==> config.mk <==
export PLATFORM = sky130hd
export DESIGN_NAME = uart_string_handle
export DESIGN_NICKNAME = d
export VERILOG_FILES = /design/src/design/uart_string_pkg.sv /design/src/design/uart_tx.sv /design/src/design/uart_rx.sv /design/src/design/uart_string_handle.sv
export SDC_FILE = /design/constraint.sdc
export NUM_CORES = 1
export LEC_CHECK = 0
export BUFFER_PORTS_ARGS = -buffer_cell sky130_fd_sc_hd__buf_4
export CORE_MARGIN = 4
export CORE_UTILIZATION = 55
export DETAILED_ROUTE_END_ITERATION = 8
export GPL_ROUTABILITY_DRIVEN = 0
export PLACE_DENSITY = 0.82
export SKIP_CTS_REPAIR_TIMING = 1
export SLEW_MARGIN = 0
export SYNTH_ARGS = -nofsm -noshare
export SYNTH_HDL_FRONTEND = slang
export SYNTH_HIERARCHICAL = 1
export SYNTH_SLANG_ARGS = --single-unit
==> constraint.sdc <==
create_clock -name sys_clk -period 4.3 [get_ports sys_clk]
set_clock_uncertainty 0.1 [all_clocks]
set_input_delay 0.86 -clock sys_clk [delete_from_list [all_inputs] [get_ports sys_clk]]
set_output_delay 0.86 -clock sys_clk [all_outputs]
set_load 0.02 [all_outputs]
==> src/design/uart_string_pkg.sv <==
// uart string link shared definitions
// widths, serial timing, frame marker and the frame state encodings

package uart_string_pkg;

	// ~~~~~~~~~~~~~~~~~~~~~~~~~~~~~~~~~~~~~~~~~~~~~~~~~~
	// string sizing
	// ~~~~~~~~~~~~~~~~~~~~~~~~~~~~~~~~~~~~~~~~~~~~~~~~~~
	localparam int MAX_LEN = 16;

	typedef logic [7:0] byte_t;
	// length 0..MAX_LEN
	typedef logic [4:0] len_t;
	// byte 0 sits in bits 7:0
	typedef logic [8*MAX_LEN-1:0] str_t;

	// ~~~~~~~~~~~~~~~~~~~~~~~~~~~~~~~~~~~~~~~~~~~~~~~~~~
	// serial timing
	// ~~~~~~~~~~~~~~~~~~~~~~~~~~~~~~~~~~~~~~~~~~~~~~~~~~
	// 100 MHz sys_clk at 6.25 Mbaud
	localparam int CLKS_PER_BIT = 16;
	localparam int BIT_CNT_W = $clog2(CLKS_PER_BIT);
	localparam int TX_STOP_BITS = 2;

	typedef logic [BIT_CNT_W-1:0] baud_cnt_t;
	// data bit or stop bit position
	typedef logic [2:0] bit_idx_t;

	// ascii '&'
	localparam byte_t FRAME_MARK = 8'h26;

	// ~~~~~~~~~~~~~~~~~~~~~~~~~~~~~~~~~~~~~~~~~~~~~~~~~~
	// frame state machines
	// ~~~~~~~~~~~~~~~~~~~~~~~~~~~~~~~~~~~~~~~~~~~~~~~~~~
	typedef enum logic [2:0] {
		TX_IDLE,
		TX_MARK1,
		TX_MARK2,
		TX_CONTENT,
		TX_MARK3,
		TX_MARK4,
		TX_FINISH
	} tx_state_e;

	typedef enum logic [2:0] {
		RX_IDLE,
		RX_MARK1,
		RX_CONTENT,
		RX_MARK_SEEN,
		RX_CLOSING,
		RX_FINISH
	} rx_state_e;

endpackage

==> src/design/uart_tx.sv <==
// uart byte transmitter
// start bit, 8 data bits lsb first, TX_STOP_BITS stop bits
// byte_done pulses once at the end of the last stop bit

`timescale 1ns/10ps

module uart_tx (
	input  logic                    sys_clk,
	input  logic                    sys_rst_n,
	input  uart_string_pkg::byte_t  byte_data,
	input  logic                    byte_req,
	output logic                    tx,
	output logic                    byte_done
);

	typedef enum logic [1:0] {
		S_IDLE,
		S_START,
		S_DATA,
		S_STOP
	} tx_bit_e;

	tx_bit_e                    state;
	uart_string_pkg::baud_cnt_t baud_cnt;
	uart_string_pkg::bit_idx_t  bit_idx;
	uart_string_pkg::byte_t     data_q;
	logic                       bit_end;

	// last cycle of the current bit period
	assign bit_end = (baud_cnt == uart_string_pkg::baud_cnt_t'(uart_string_pkg::CLKS_PER_BIT - 1));

	// byte latched when a request is taken
	always_ff @(posedge sys_clk) begin
		if (state == S_IDLE && byte_req) begin
			data_q <= byte_data;
		end
	end

	always_ff @(posedge sys_clk or negedge sys_rst_n) begin
		if (!sys_rst_n) begin
			state     <= S_IDLE;
			baud_cnt  <= '0;
			bit_idx   <= '0;
			tx        <= 1'b1;
			byte_done <= 1'b0;
		end else begin
			byte_done <= 1'b0;
			case (state)
				S_IDLE: begin
					tx       <= 1'b1;
					baud_cnt <= '0;
					if (byte_req) begin
						state <= S_START;
						tx    <= 1'b0;
					end
				end
				S_START: begin
					baud_cnt <= baud_cnt + 1'b1;
					if (bit_end) begin
						state   <= S_DATA;
						bit_idx <= '0;
						tx      <= data_q[0];
					end
				end
				S_DATA: begin
					baud_cnt <= baud_cnt + 1'b1;
					if (bit_end) begin
						if (bit_idx == 3'd7) begin
							// first stop bit
							state   <= S_STOP;
							bit_idx <= '0;
							tx      <= 1'b1;
						end else begin
							bit_idx <= bit_idx + 1'b1;
							tx      <= data_q[bit_idx + 1'b1];
						end
					end
				end
				S_STOP: begin
					baud_cnt <= baud_cnt + 1'b1;
					if (bit_end) begin
						if (bit_idx == uart_string_pkg::bit_idx_t'(uart_string_pkg::TX_STOP_BITS - 1)) begin
							state     <= S_IDLE;
							byte_done <= 1'b1;
						end else begin
							bit_idx <= bit_idx + 1'b1;
						end
					end
				end
				default: state <= S_IDLE;
			endcase
		end
	end

endmodule

==> src/design/uart_rx.sv <==
// uart byte receiver
// two-flop input sync, start bit checked at its middle, data sampled mid-bit
// rx_vld pulses in the middle of a stop bit that reads high

`timescale 1ns/10ps

module uart_rx (
	input  logic                    sys_clk,
	input  logic                    sys_rst_n,
	input  logic                    rx,
	output uart_string_pkg::byte_t  rx_byte,
	output logic                    rx_vld
);

	typedef enum logic [1:0] {
		S_IDLE,
		S_START,
		S_DATA,
		S_STOP
	} rx_bit_e;

	rx_bit_e                    state;
	logic                       rx_s1;
	logic                       rx_s2;
	logic                       rx_s3;
	logic                       fall;
	uart_string_pkg::baud_cnt_t baud_cnt;
	uart_string_pkg::bit_idx_t  bit_idx;
	uart_string_pkg::byte_t     shift_q;
	logic                       half_end;
	logic                       bit_end;

	// ~~~~~~~~~~~~~~~~~~~~~~~~~~~~~~~~~~~~~~~~~~~~~~~~~~
	// line sync and edge detect
	// ~~~~~~~~~~~~~~~~~~~~~~~~~~~~~~~~~~~~~~~~~~~~~~~~~~
	always_ff @(posedge sys_clk or negedge sys_rst_n) begin
		if (!sys_rst_n) begin
			rx_s1 <= 1'b1;
			rx_s2 <= 1'b1;
			rx_s3 <= 1'b1;
		end else begin
			rx_s1 <= rx;
			rx_s2 <= rx_s1;
			rx_s3 <= rx_s2;
		end
	end

	assign fall     = rx_s3 & ~rx_s2;
	assign half_end = (baud_cnt == uart_string_pkg::baud_cnt_t'(uart_string_pkg::CLKS_PER_BIT / 2 - 1));
	assign bit_end  = (baud_cnt == uart_string_pkg::baud_cnt_t'(uart_string_pkg::CLKS_PER_BIT - 1));

	// bits arrive lsb first, so shift in at the top
	always_ff @(posedge sys_clk) begin
		if (state == S_DATA && bit_end) begin
			shift_q <= {rx_s2, shift_q[7:1]};
		end
	end

	assign rx_byte = shift_q;

	// ~~~~~~~~~~~~~~~~~~~~~~~~~~~~~~~~~~~~~~~~~~~~~~~~~~
	// bit state machine
	// ~~~~~~~~~~~~~~~~~~~~~~~~~~~~~~~~~~~~~~~~~~~~~~~~~~
	always_ff @(posedge sys_clk or negedge sys_rst_n) begin
		if (!sys_rst_n) begin
			state    <= S_IDLE;
			baud_cnt <= '0;
			bit_idx  <= '0;
			rx_vld   <= 1'b0;
		end else begin
			rx_vld <= 1'b0;
			case (state)
				S_IDLE: begin
					baud_cnt <= '0;
					if (fall) begin
						state <= S_START;
					end
				end
				S_START: begin
					baud_cnt <= baud_cnt + 1'b1;
					if (half_end) begin
						// glitch if the line is back high
						baud_cnt <= '0;
						bit_idx  <= '0;
						state    <= rx_s2 ? S_IDLE : S_DATA;
					end
				end
				S_DATA: begin
					baud_cnt <= baud_cnt + 1'b1;
					if (bit_end) begin
						bit_idx <= bit_idx + 1'b1;
						if (bit_idx == 3'd7) begin
							state <= S_STOP;
						end
					end
				end
				S_STOP: begin
					baud_cnt <= baud_cnt + 1'b1;
					if (bit_end) begin
						state  <= S_IDLE;
						// framing error drops the byte
						rx_vld <= rx_s2;
					end
				end
				default: state <= S_IDLE;
			endcase
		end
	end

endmodule

==> src/design/uart_string_handle.sv <==
// uart string link top
// sends a host string as && content && and deframes incoming strings
// drives one byte transmitter and one byte receiver

`timescale 1ns/10ps

module uart_string_handle (
	input  logic                    sys_clk,
	input  logic                    sys_rst_n,
	input  uart_string_pkg::str_t   tx_string,
	input  uart_string_pkg::len_t   tx_length,
	input  logic                    tx_req,
	output logic                    tx_busy,
	output logic                    tx_done,
	output uart_string_pkg::str_t   rx_string,
	output uart_string_pkg::len_t   rx_length,
	output logic                    rx_busy,
	output logic                    rx_done,
	input  logic                    uart_rx_port,
	output logic                    uart_tx_port
);

	uart_string_pkg::tx_state_e tx_state;
	uart_string_pkg::tx_state_e tx_state_nxt;
	uart_string_pkg::str_t      tx_buf;
	uart_string_pkg::len_t      tx_len_q;
	uart_string_pkg::len_t      tx_cnt;
	logic                       tx_accept;
	logic                       send_mark;
	logic                       send_char;

	uart_string_pkg::byte_t     byte_data;
	logic                       byte_req;
	logic                       byte_done;

	uart_string_pkg::rx_state_e rx_state;
	uart_string_pkg::rx_state_e rx_state_nxt;
	uart_string_pkg::byte_t     rx_byte;
	logic                       rx_vld;
	logic                       is_mark;
	logic                       is_char;
	logic                       wr_one;
	logic                       wr_two;
	logic                       rx_fresh;
	uart_string_pkg::len_t      cur_len;
	uart_string_pkg::len_t      sum_len;
	uart_string_pkg::byte_t     first_byte;

	// ~~~~~~~~~~~~~~~~~~~~~~~~~~~~~~~~~~~~~~~~~~~~~~~~~~
	// transmit side
	// ~~~~~~~~~~~~~~~~~~~~~~~~~~~~~~~~~~~~~~~~~~~~~~~~~~
	assign tx_accept = (tx_state == uart_string_pkg::TX_IDLE) && tx_req
		&& (tx_length != '0)
		&& (tx_length <= uart_string_pkg::len_t'(uart_string_pkg::MAX_LEN));

	// which byte goes out next
	assign send_mark = tx_accept || (byte_done && (
		(tx_state == uart_string_pkg::TX_MARK1) ||
		(tx_state == uart_string_pkg::TX_MARK3) ||
		(tx_state == uart_string_pkg::TX_CONTENT && tx_cnt == tx_len_q)));
	assign send_char = byte_done && (
		(tx_state == uart_string_pkg::TX_MARK2) ||
		(tx_state == uart_string_pkg::TX_CONTENT && tx_cnt != tx_len_q));

	always_comb begin
		tx_state_nxt = tx_state;
		case (tx_state)
			uart_string_pkg::TX_IDLE:
				if (tx_accept) tx_state_nxt = uart_string_pkg::TX_MARK1;
			uart_string_pkg::TX_MARK1:
				if (byte_done) tx_state_nxt = uart_string_pkg::TX_MARK2;
			uart_string_pkg::TX_MARK2:
				if (byte_done) tx_state_nxt = uart_string_pkg::TX_CONTENT;
			uart_string_pkg::TX_CONTENT:
				if (byte_done && tx_cnt == tx_len_q) tx_state_nxt = uart_string_pkg::TX_MARK3;
			uart_string_pkg::TX_MARK3:
				if (byte_done) tx_state_nxt = uart_string_pkg::TX_MARK4;
			uart_string_pkg::TX_MARK4:
				if (byte_done) tx_state_nxt = uart_string_pkg::TX_FINISH;
			default:
				tx_state_nxt = uart_string_pkg::TX_IDLE;
		endcase
	end

	always_ff @(posedge sys_clk or negedge sys_rst_n) begin
		if (!sys_rst_n) begin
			tx_state <= uart_string_pkg::TX_IDLE;
			tx_cnt   <= '0;
			byte_req <= 1'b0;
		end else begin
			tx_state <= tx_state_nxt;
			byte_req <= send_mark | send_char;
			if (tx_accept) begin
				tx_cnt <= '0;
			end else if (send_char) begin
				tx_cnt <= tx_cnt + 1'b1;
			end
		end
	end

	// string is shifted down one byte per content byte sent
	always_ff @(posedge sys_clk) begin
		if (tx_accept) begin
			tx_buf   <= tx_string;
			tx_len_q <= tx_length;
		end
		if (send_mark) begin
			byte_data <= uart_string_pkg::FRAME_MARK;
		end else if (send_char) begin
			byte_data <= tx_buf[7:0];
			tx_buf    <= tx_buf >> 8;
		end
	end

	assign tx_busy = (tx_state != uart_string_pkg::TX_IDLE);
	assign tx_done = (tx_state == uart_string_pkg::TX_FINISH);

	// ~~~~~~~~~~~~~~~~~~~~~~~~~~~~~~~~~~~~~~~~~~~~~~~~~~
	// receive side
	// ~~~~~~~~~~~~~~~~~~~~~~~~~~~~~~~~~~~~~~~~~~~~~~~~~~
	assign is_mark = rx_vld && (rx_byte == uart_string_pkg::FRAME_MARK);
	assign is_char = rx_vld && (rx_byte != uart_string_pkg::FRAME_MARK);
	assign wr_one  = is_char && (rx_state == uart_string_pkg::RX_CONTENT);
	// a lone mark inside content is kept along with the byte after it
	assign wr_two  = is_char && (rx_state == uart_string_pkg::RX_MARK_SEEN);

	// length restarts on the opening pair but rx_length holds until the first byte
	assign cur_len    = rx_fresh ? '0 : rx_length;
	assign sum_len    = cur_len + (wr_two ? 5'd2 : 5'd1);
	assign first_byte = wr_two ? uart_string_pkg::FRAME_MARK : rx_byte;

	always_comb begin
		rx_state_nxt = rx_state;
		case (rx_state)
			uart_string_pkg::RX_IDLE:
				if (is_mark) rx_state_nxt = uart_string_pkg::RX_MARK1;
			uart_string_pkg::RX_MARK1:
				if (is_mark) rx_state_nxt = uart_string_pkg::RX_CONTENT;
				else if (is_char) rx_state_nxt = uart_string_pkg::RX_IDLE;
			uart_string_pkg::RX_CONTENT:
				if (is_mark) rx_state_nxt = uart_string_pkg::RX_MARK_SEEN;
			uart_string_pkg::RX_MARK_SEEN:
				if (is_mark) rx_state_nxt = uart_string_pkg::RX_CLOSING;
				else if (is_char) rx_state_nxt = uart_string_pkg::RX_CONTENT;
			uart_string_pkg::RX_CLOSING:
				rx_state_nxt = uart_string_pkg::RX_FINISH;
			default:
				rx_state_nxt = uart_string_pkg::RX_IDLE;
		endcase
	end

	always_ff @(posedge sys_clk or negedge sys_rst_n) begin
		if (!sys_rst_n) begin
			rx_state  <= uart_string_pkg::RX_IDLE;
			rx_length <= '0;
			rx_fresh  <= 1'b0;
		end else begin
			rx_state <= rx_state_nxt;
			if (rx_state == uart_string_pkg::RX_MARK1 && is_mark) begin
				rx_fresh <= 1'b1;
			end else if (wr_one || wr_two) begin
				rx_fresh <= 1'b0;
				// clip at MAX_LEN
				if (sum_len > uart_string_pkg::len_t'(uart_string_pkg::MAX_LEN)) begin
					rx_length <= uart_string_pkg::len_t'(uart_string_pkg::MAX_LEN);
				end else begin
					rx_length <= sum_len;
				end
			end else if (rx_state == uart_string_pkg::RX_CLOSING) begin
				// empty frame commits length 0 here
				rx_fresh  <= 1'b0;
				rx_length <= cur_len;
			end
		end
	end

	// slots past MAX_LEN never match, which drops overflow bytes
	always_ff @(posedge sys_clk) begin
		for (int i = 0; i < uart_string_pkg::MAX_LEN; i++) begin
			if ((wr_one || wr_two) && cur_len == i) begin
				rx_string[8*i +: 8] <= first_byte;
			end else if (wr_two && (cur_len + 5'd1) == i) begin
				rx_string[8*i +: 8] <= rx_byte;
			end
		end
	end

	assign rx_busy = (rx_state != uart_string_pkg::RX_IDLE);
	assign rx_done = (rx_state == uart_string_pkg::RX_FINISH);

	// ~~~~~~~~~~~~~~~~~~~~~~~~~~~~~~~~~~~~~~~~~~~~~~~~~~
	// byte level uart
	// ~~~~~~~~~~~~~~~~~~~~~~~~~~~~~~~~~~~~~~~~~~~~~~~~~~
	uart_tx u_uart_tx (
		.sys_clk   (sys_clk),
		.sys_rst_n (sys_rst_n),
		.byte_data (byte_data),
		.byte_req  (byte_req),
		.tx        (uart_tx_port),
		.byte_done (byte_done)
	);

	uart_rx u_uart_rx (
		.sys_clk   (sys_clk),
		.sys_rst_n (sys_rst_n),
		.rx        (uart_rx_port),
		.rx_byte   (rx_byte),
		.rx_vld    (rx_vld)
	);

endmodule

# Word-level counts from Yosys, hierarchy flattened
# Cells that the tools add are included.
# Widths: inputs -> output; s select.
[totals]
in_bits = 137
ff_bits = 327
elab_cells = 323
out_inout_bits = 138
[classes]
eq_ne = 79
bitwise_logic = 4
addsub = 7
n_reduce_logical = 93
mux = 98
n_lt_le_gt_ge = 3
[ops]
columns = ["operator", "n"]
rows = [
  ["$mux 128", 3],
  ["$mux 8", 33],
  ["$eq 32x4->1 const B", 7],
  ["$eq 32x3->1 const B", 4],
  ["$eq 32x2->1 const B", 2],
  ["$mux 3", 19],
  ["$logic_and 1x1->1", 47],
  ["$eq 5x4->1 const B", 8],
  ["$reduce_bool 2->1", 19],
  ["$eq 32x1->1 const B", 1],
  ["$logic_not 32->1", 1],
  ["$mux 5", 6],
  ["$ne 2x1->1 const B", 14],
  ["$mux 2", 13],
  ["$eq 3x3->1 const B", 7],
  ["$eq 5x3->1 const B", 4],
  ["$pmux 3 s6", 1],
  ["$pmux 2 s4", 2],
  ["$pmux 3 s5", 1],
  ["$reduce_bool 3->1", 5],
  ["$mux 1", 13],
  ["$eq 3x2->1 const B", 4],
  ["$ne 2x2->1 const B", 6],
  ["$pmux 4 s3", 1],
  ["42 further kinds", 63],
]

# Logic depth before layout (Yosys ltp)
# Gate-level depths: netlist (run 1).
[logic_depth]
ltp_word = 8
mapped_depth = 12
ltp_nobuf = 10

# Hierarchy
# Netlist (run 1), hierarchy kept.
[by_module_without_submodules]
columns = ["module", "area_each_um2", "seq_area_each_um2", "cells_per_inst", "n_inst"]
rows = [
  ["uart_string_handle", 11797.6, 7166.9, 1199, 1],
  ["uart_tx", 938.4, 516.7, 71, 1],
  ["uart_rx", 844.6, 569.3, 62, 1],
]

# Worst setup path after synthesis (run 1)
# No wires, ideal clock.
[synth_timing]
path_kind = "flip-flop to flip-flop"
from = "reg rx_length[1]"
to = "reg rx_string[40] (enable)"
slack_ns = 1.117
required_time_ns = 3.817
stages_incl_launch_ff = 10
arrival_time_ns = 2.700
cell_sequence = "dfrtp_1 > clkbuf_1 > nor2b_1 > nand2_1 > nor2_1 > ha_1 > nand2_1 > a311oi_4 > a32oi_1 > nor3_1"
[synth_via]
elab_chain_len = 5
[synth_lines]
columns = ["element", "line_no", "rtl"]
rows = [
  ["start, declared", "uart_string_handle.sv:16", "output uart_string_pkg::len_t rx_length,"],
  ["start signal, assigned", "uart_string_handle.sv:165", "rx_length <= uart_string_pkg::len_t'(uart_string_pkg::MAX_LEN);"],
  ["start signal, assigned", "uart_string_handle.sv:167", "rx_length <= sum_len;"],
  ["start signal, assigned", "uart_string_handle.sv:172", "rx_length <= cur_len;"],
  ["$mux 5 *", "uart_string_handle.sv:128", "assign cur_len = rx_fresh ? '0 : rx_length;"],
  ["$add 5x1->6", "uart_string_handle.sv:182", "end else if (wr_two && (cur_len + 5'd1) == i) begin"],
  ["$eq 32x3->1", "uart_string_handle.sv:182", ""],
  ["$logic_and 1x1->1", "uart_string_handle.sv:182", ""],
  ["$reduce_bool 2->1 (no line) *", "--", ""],
  ["end signal, assigned by index", "uart_string_handle.sv:181", "rx_string[8*i +: 8] <= first_byte;"],
  ["end signal, assigned by index", "uart_string_handle.sv:183", "rx_string[8*i +: 8] <= rx_byte;"],
  ["end, declared", "uart_string_handle.sv:15", "output uart_string_pkg::str_t rx_string,"],
]
# Every way passes the cells marked *; elsewhere a longest branch is shown, timed or not.
# A chain may end at the register's enable or synchronous reset.

# Final worst setup path (run 1)
[layout_timing]
from = "reg rx_length[1]"
to = "reg rx_string[7] (enable)"
[layout_via]
elab_chain_len = 5
[layout_lines]
columns = ["element", "line_no"]
rows = [
  ["$mux 5 *", "uart_string_handle.sv:128"],
  ["$add 5x1->6", "uart_string_handle.sv:182"],
  ["$logic_not 32->1", "uart_string_handle.sv:182"],
  ["$logic_and 1x1->1", "uart_string_handle.sv:182"],
  ["$reduce_bool 2->1 (no line) *", "--"],
]
# Marks and branches as above.

==> summary.md, run 1 <==
| Metric | Value |
|---|---|
| MaxCap Viol Count | `0` |
| Worst skew pair latency | `550 ps` |
| Worst setup endpoint | `rx_string[7]` |
| RSZ-0062 raised after global routing | `no` |
| Core footprint | `24300 µm²` |
| Gate power share | `8.1%` |
| CTS Root Cell | `clkbuf_16` |
| Final HPWL DP | `24.2 mm` |
| Fmax | `283 MHz` |
| N_diodes | `0` |
| Switching Share | `22.6%` |
| Overflow after GRT | `0` |
| Die W | `165 µm` |
| FF-to-FF Start | `rx_length[1]` |
| CP required | `4370 ps` |
| Clock H-tree levels | `1` |
| VDD IR max | `0.393 mV` |
| Initial Utilization | `55.8%` |
| # IOs | `275` |
| Iteration-0 DRC count of the detailed router | `897` |
| Largest net degree at the start of global routing | `79` |
| TritonCTS Buffers | `31` |
| WL/cell | `17.6 µm` |
| Max clock buf depth | `3` |
| Internal power | `5500 µW` |
| CP dominant cell by count | `nand2_1` |
| Number of enable flip-flop cells after synthesis | `149` |
| Fin nets | `1731` |
| Sequential Power Share | `54.2%` |
| Data arrival, critical path | `3600 ps` |
| CP max stage delay | `680 ps` |
| GRT Resource Usage Total | `24.1%` |
| Clock share of power | `37.7%` |
| Hold Vio Cnt, Final | `0` |
| Dpl cell area | `15900 µm²` |
| Ys async rst share | `12.8%` |
| Startpoint Class | `register` |
| Sequential cell area fraction in the yosys report | `60.8%` |
| Post-Route Setup TNS | `0 ps` |
| Cells along the critical path | `nor2b_1, nand2_1, nor2_1, ha_1, nand2_1, a311oi_4, nand2_1, o22ai_1` |
| Via-to-Cell Ratio | `5.48` |
| Syn Nets | `1486` |
| Yosys reg bits | `327` |
| Outcome | `completed` |
| Crit path from | `rx_length[1]` |
| Final period util | `82.1%` |
| Worst Max-Slew Pin Slew | `860 ps` |
| Slew margin rel. | `42.4%` |
| Power per cell area | `421 nW/µm²` |
| Average footprint of a synthesized cell | `10.2 µm²` |
| Clock slew at reported path FFs | `60 ps` |
| Filler cell count | `1770` |
| CP Capture Type | `register` |
| Syn Inst Count | `1332` |
| Post-Syn Area | `13600 µm²` |
| Proportion of layout cells with a drive suffix above 1 | `25.9%` |
| Via count | `10.5k` |
| Min-Delay Path Class | `input pin to async pin` |
| Die H | `165 µm` |
| Die footprint | `27300 µm²` |
| Yosys cell types | `73` |
| Hold_ws | `187 ps` |
| Area Overhead vs Synth | `24.4%` |
| Global-route wire length before repair | `52.2 mm` |
| Commonest cells after routing, fill and taps aside | `buf_4, nand2_1, nor2_1, edfxtp_1, dfxtp_1` |
| Synth warn | `6` |
| Drt drc | `0` |
| CP Class | `register to register` |
| FF-to-FF End | `rx_string[7]` |
| CP max stage cell | `o22ai_1` |
| Crit path depth | `8` |
| Ys flop type | `edfxtp_1` |
| Number of input and output port buffers inserted | `274` |
| Switch Pwr | `1610 µW` |
| R2r setup slk | `770 ps` |
| Vias in the first global route | `10.1k` |
| Commonest non-fill, non-tap cell in the layout | `buf_4` |
| Endpoints failing setup | `0` |
| Final min period | `3530 ps` |
| Max Slew Vio Count | `0` |
| DRT Wirelength | `33.8 mm` |
| Initial antenna violation count | `0` |
| DRT antenna net count | `0` |
| Leak pwr | `0.00709 µW` |
| Row Count | `57` |
| Clock Sinks | `327` |
| Critical Path Fanout Max | `12` |
| CTS tree | `yes` |
| Worst r2r path cells | `8` |
| Drt first pass iters | `5` |
| Bufs and invs on worst path | `0` |
| Final instance area | `16900 µm²` |
| CP top delay family | `simple AND/OR/NAND/NOR gates` |
routing by layer:
metal | wire [µm] | global-route usage (%) | share of wire [%] | vias up
li1 | - | - | - | 5070
met1 | 13300 | 31.0 | 39 | 4975
met2 | 16500 | 40.8 | 49 | 429
met3 | 2890 | 4.37 | 8.6 | 68
met4 | 1180 | 8.92 | 3.5 | 0
met5 | 0 | 0 | 0 | -
how the worst min path moves through the flow:
stage	start	to	slack [ps]	depth (start not counted)
2_1_floorplan	u_uart_rx/rx_s1	u_uart_rx/rx_s2	250	0
3_3_place_gp	u_uart_rx/rx_s1	u_uart_rx/rx_s2	250	0
3_5_place_dp	u_uart_rx/rx_s1	u_uart_rx/rx_s2	260	0
4_1_cts	sys_rst_n	tx_cnt[2]	200	1
5_1_grt	sys_rst_n	tx_cnt[4]	220	1
6_report	sys_rst_n	tx_cnt[4]	190	1
worst register-to-register path: stages (launching register included):
cell and delay [ps]:
dfrtp_1 560, nor2b_1 450, nand2_1 260, nor2_1 240, ha_1 160, nand2_1 120
a311oi_4 420, nand2_1 170, o22ai_1 680
cells in the mapped netlist, drive strengths merged, types with 3 or more instances:
master | count | area, µm²
a21oi | 23 | 119
a22o | 5 | 43.8
a22oi | 4 | 30.0
a31oi | 123 | 769
and2 | 5 | 31.3
and3 | 4 | 26.3
buf | 42 | 204
clkbuf | 39 | 148
dfrtp | 38 | 951
dfstp | 4 | 105
dfxtp | 136 | 2720
edfxtp | 149 | 4470
ha | 16 | 200
inv | 16 | 60.1
mux2 | 4 | 45.0
mux2i | 5 | 50.1
nand2 | 285 | 1070
nand2b | 10 | 62.6
nand3 | 16 | 92.6
nand3b | 7 | 52.6
nor2 | 175 | 687
nor2b | 88 | 551
nor3 | 9 | 65.1
nor3b | 4 | 30.0
nor4 | 5 | 52.6
o21ai | 13 | 65.1
o22a | 3 | 26.3
o22ai | 5 | 31.3
o32ai | 3 | 26.3
or2 | 52 | 325
or3 | 3 | 18.8
xnor2 | 7 | 61.3
xor2 | 3 | 26.3
kinds of logic (layout without fill, tap and decap cells):
kind of cell | Yosys count | count (layout) | synth area share (%)
adder cells (fa/ha/maj) | 17 | 17 | 1.62
flip-flops | 327 | 327 | 60.8
buffers and inverters | 97 | 365 | 3.03
AO/OA/AOI/OAI | 197 | 197 | 9.55
multiplexers | 11 | 11 | 1.09
AND/OR/NAND/NOR | 673 | 673 | 23.3
XOR/XNOR | 10 | 10 | 0.645
power groups by stage:
stage	clock (µW)	sequential, µW	combinational, µW
finish	2680	3850	576
global route	2850	3890	662
CTS	2730	3850	582
detailed placement	0	3900	577
global placement	0	3900	535
floorplan	0	3820	426
metrics by stage:
| step | total power (µW) | util [%] | cells | worst slack (ps) |
|---|---|---|---|---|
| finish | 7110 | 69.5 | 1924 | 768 |
| floorplan | 4240 | - | 1332 | 1120 |
| detailed placement | 4480 | 65.3 | 1868 | 785 |
| global placement | 4430 | 65.3 | 1868 | 923 |
| CTS | 7160 | 69.5 | 1924 | 780 |
| global route | 7410 | 69.5 | 1924 | 407 |
state kept, by name, summed over array words and instances, names as in the netlist, 2 cells and up, named ones only:
register            count
byte_data               8
rx_length               5
rx_state                3
rx_string             128
tx_buf                128
tx_cnt                  5
tx_len_q                5
tx_state                3
u_uart_rx/baud_cnt      4
u_uart_rx/bit_idx       3
u_uart_rx/rx_byte       8
u_uart_tx/baud_cnt      4
u_uart_tx/bit_idx       3
u_uart_tx/data_q        8
u_uart_tx/state         2
cell type report:
type	count	area, µm²	area share, %
inverter	16	62.6	0.370
clock buffer	41	855	5.06
multi-input combinational	908	4930	29.2
timing repair buffer	293	2240	13.2
sequential	327	8250	48.8
clock inverter	15	153	0.903
tap	324	405	2.40
(Power assumes the default switching activity.)
==> run 2, diff against run 1 <==
Clock period 4.3 ns to 3.6 ns, I/O delays scaled along.
==> summary.md, run 2 (same netlist as run 1, synthesis figures left out) <==
| Metric | Value |
|---|---|
| Outcome | `completed` |
| Filler cell count | `1749 (-1.2%)` |
| Critical Path Fanout Max | `12 (unchanged)` |
| Leak pwr | `0.00722 µW (+1.9%)` |
| VDD IR max | `0.423 mV (+7.6%)` |
| WL/cell | `17.7 µm (+0.78%)` |
| Number of input and output port buffers inserted | `274 (unchanged)` |
| Final Core Density | `70.3% (+0.83 points)` |
| MaxCap Viol Count | `0 (unchanged)` |
| DRT Wirelength | `34.3 mm (+1.4%)` |
| Data arrival, critical path | `3270 ps (-330 ps)` |
| CP Capture Type | `register` |
| CP max stage delay | `580 ps (-100 ps)` |
| Drt drc | `0 (unchanged)` |
| CP required | `3670 ps (-700 ps)` |
| Commonest cells after routing, fill and taps aside | `buf_4, nand2_1, nor2_1, edfxtp_1, dfxtp_1` |
| Worst r2r path cells | `8 (unchanged)` |
| TritonCTS Buffers | `31 (unchanged)` |
| Clock H-tree levels | `1 (unchanged)` |
| RSZ-0062 raised after global routing | `no` |
| Via count | `10.6k (+0.82%)` |
| # IOs | `275 (unchanged)` |
| Min-Delay Path Class | `input pin to async pin` |
| Drt first pass iters | `6 (+1)` |
| CTS Root Cell | `clkbuf_16` |
| Worst skew pair latency | `540 ps (about the same)` |
| N_diodes | `0 (unchanged)` |
| Clock Sinks | `327 (unchanged)` |
| Via-to-Cell Ratio | `5.49 (+0.19%)` |
| Power per cell area | `514 nW/µm² (+22%)` |
| Fmax | `312 MHz (+10%)` |
| Proportion of layout cells with a drive suffix above 1 | `26.9% (+1.0 points)` |
| CTS tree | `yes` |
| Max clock buf depth | `3 (unchanged)` |
| Top flop regs | `rx_string: 128 flops, tx_buf: 128 flops` |
| Die W | `165 µm (unchanged)` |
| Final min period | `3200 ps (-332 ps)` |
| Commonest non-fill, non-tap cell in the layout | `buf_4` |
| Slew margin rel. | `36.4% (-6.0 points)` |
| Clock slew at reported path FFs | `60 ps (about the same)` |
| DRT antenna net count | `0 (unchanged)` |
| Cells along the critical path | `nor2b_1, nand2_1, nor2_1, ha_1, nand2_1, a311oi_4, a32oi_1, nor2_1` |
| Cell Count, Final, Fillers Out | `1936 (+0.62%)` |
| Final HPWL DP | `24.1 mm (-0.41%)` |
| Endpoints failing setup | `0 (unchanged)` |
| Setup WS post-layout | `400 ps (-368 ps)` |
| Largest net degree at the start of global routing | `179 (+130%)` |
| Vias in the first global route | `10.0k (-0.73%)` |
| Total chip power | `8790 µW (+24%)` |
| Place WS | `479 ps (-306 ps)` |
| Iteration-0 DRC count of the detailed router | `917 (+2.2%)` |
| Die footprint | `27300 µm² (unchanged)` |
| Initial antenna violation count | `0 (unchanged)` |
| Startpoint Class | `register` |
| Worst Max-Slew Pin Slew | `954 ps (+93.9 ps)` |
| Core footprint | `24300 µm² (unchanged)` |
| Fin nets | `1742 (+0.64%)` |
| Die H | `165 µm (unchanged)` |
| Post-Route Setup TNS | `0 ps (unchanged)` |
| Max Slew Vio Count | `0 (unchanged)` |
| Global-route wire length before repair | `52.1 mm (-0.25%)` |
| Initial Utilization | `55.8% (unchanged)` |
| Overflow after GRT | `0 (unchanged)` |
| Hold Vio Cnt, Final | `0 (unchanged)` |
| Final period util | `88.9% (+6.8 points)` |
| Area Overhead vs Synth | `25.9%` |
| CP Class | `register to register` |
| Total placed cells including tap cells | `1879 (+0.59%)` |
| Row Count | `57 (unchanged)` |
| GRT Resource Usage Total | `24.0% (-0.028 points)` |
| CP max stage cell | `nor2_1` |
[run 2: cell types whose count changed in the layout (fill, tap and decap cells not counted)]
cell / before / now
clkinvlp_2: 2 / 1
bufinv_16: 3 / 5
clkbuf_8: 2 / 3
clkbuf_16: 32 / 34
inv_1: 14 / 15
clkbuf_1: 7 / 1
clkinv_1: 4 / 1
buf_4: 290 / 301
inv_4: 1 / 2
clkinv_2: 4 / 7
inv_6: 0 / 2
clkinv_4: 2 / 1
[run 2: path summary, 6_finish.rpt]
kind                                        end  slack [ps]            start
max in group asynchronous          u_uart_tx/tx        2950        sys_rst_n
worst max-delay path             rx_string[111]         400     rx_length[1]
worst min register to register  u_uart_rx/rx_s2         260  u_uart_rx/rx_s1
worst min-delay path                tx_state[1]          60        sys_rst_n
worst max register to register   rx_string[111]         400     rx_length[1]
min in group sys_clk            u_uart_rx/rx_s1         190     uart_rx_port
[run 2: layer usage]
| layer | track usage [%] | wire length, µm | vias up |
|---|---|---|---|
| li1 | - | - | 5084 |
| met1 | 29.9 | 13100 | 5000 |
| met2 | 41.9 | 17100 | 471 |
| met3 | 5.11 | 3040 | 73 |
| met4 | 7.86 | 1020 | 0 |
| met5 | 0 | 0 | - |
[run 2: per-stage QoR]
stage | hold slack [ps] | area [µm²]
after floorplan | 245 | 13600
after global placement | 247 | 16000
after detailed placement | 253 | 16000
after CTS | 68.5 | 17100
after global routing | 97.8 | 17100
final | 57.9 | 17100
[run 2: power breakdown]
part	internal, µW	leakage [µW]	switching [µW]
Sequential	4310	0.00301	284
Clock	2130	0.000564	1390
Combinational	395	0.00365	292
[run 2: area by class of cell]
| type | instances | area [µm²] | share of cell area [%] |
|---|---|---|---|
| inverter | 16 | 62.6 | 0.366 |
| sequential | 327 | 8250 | 48.3 |
| timing repair buffer | 304 | 2320 | 13.6 |
| multi-input combinational | 908 | 4930 | 28.8 |
| clock buffer | 38 | 896 | 5.24 |
| clock inverter | 19 | 230 | 1.35 |
| tap | 324 | 405 | 2.37 |
[run 2: critical path: cells and delay by family (launching register included)]
kind            cells  cell delay [ps]
compound gates      2              570
fa+ha+maj           1              140
flops               1              530
simple gates        5             1490
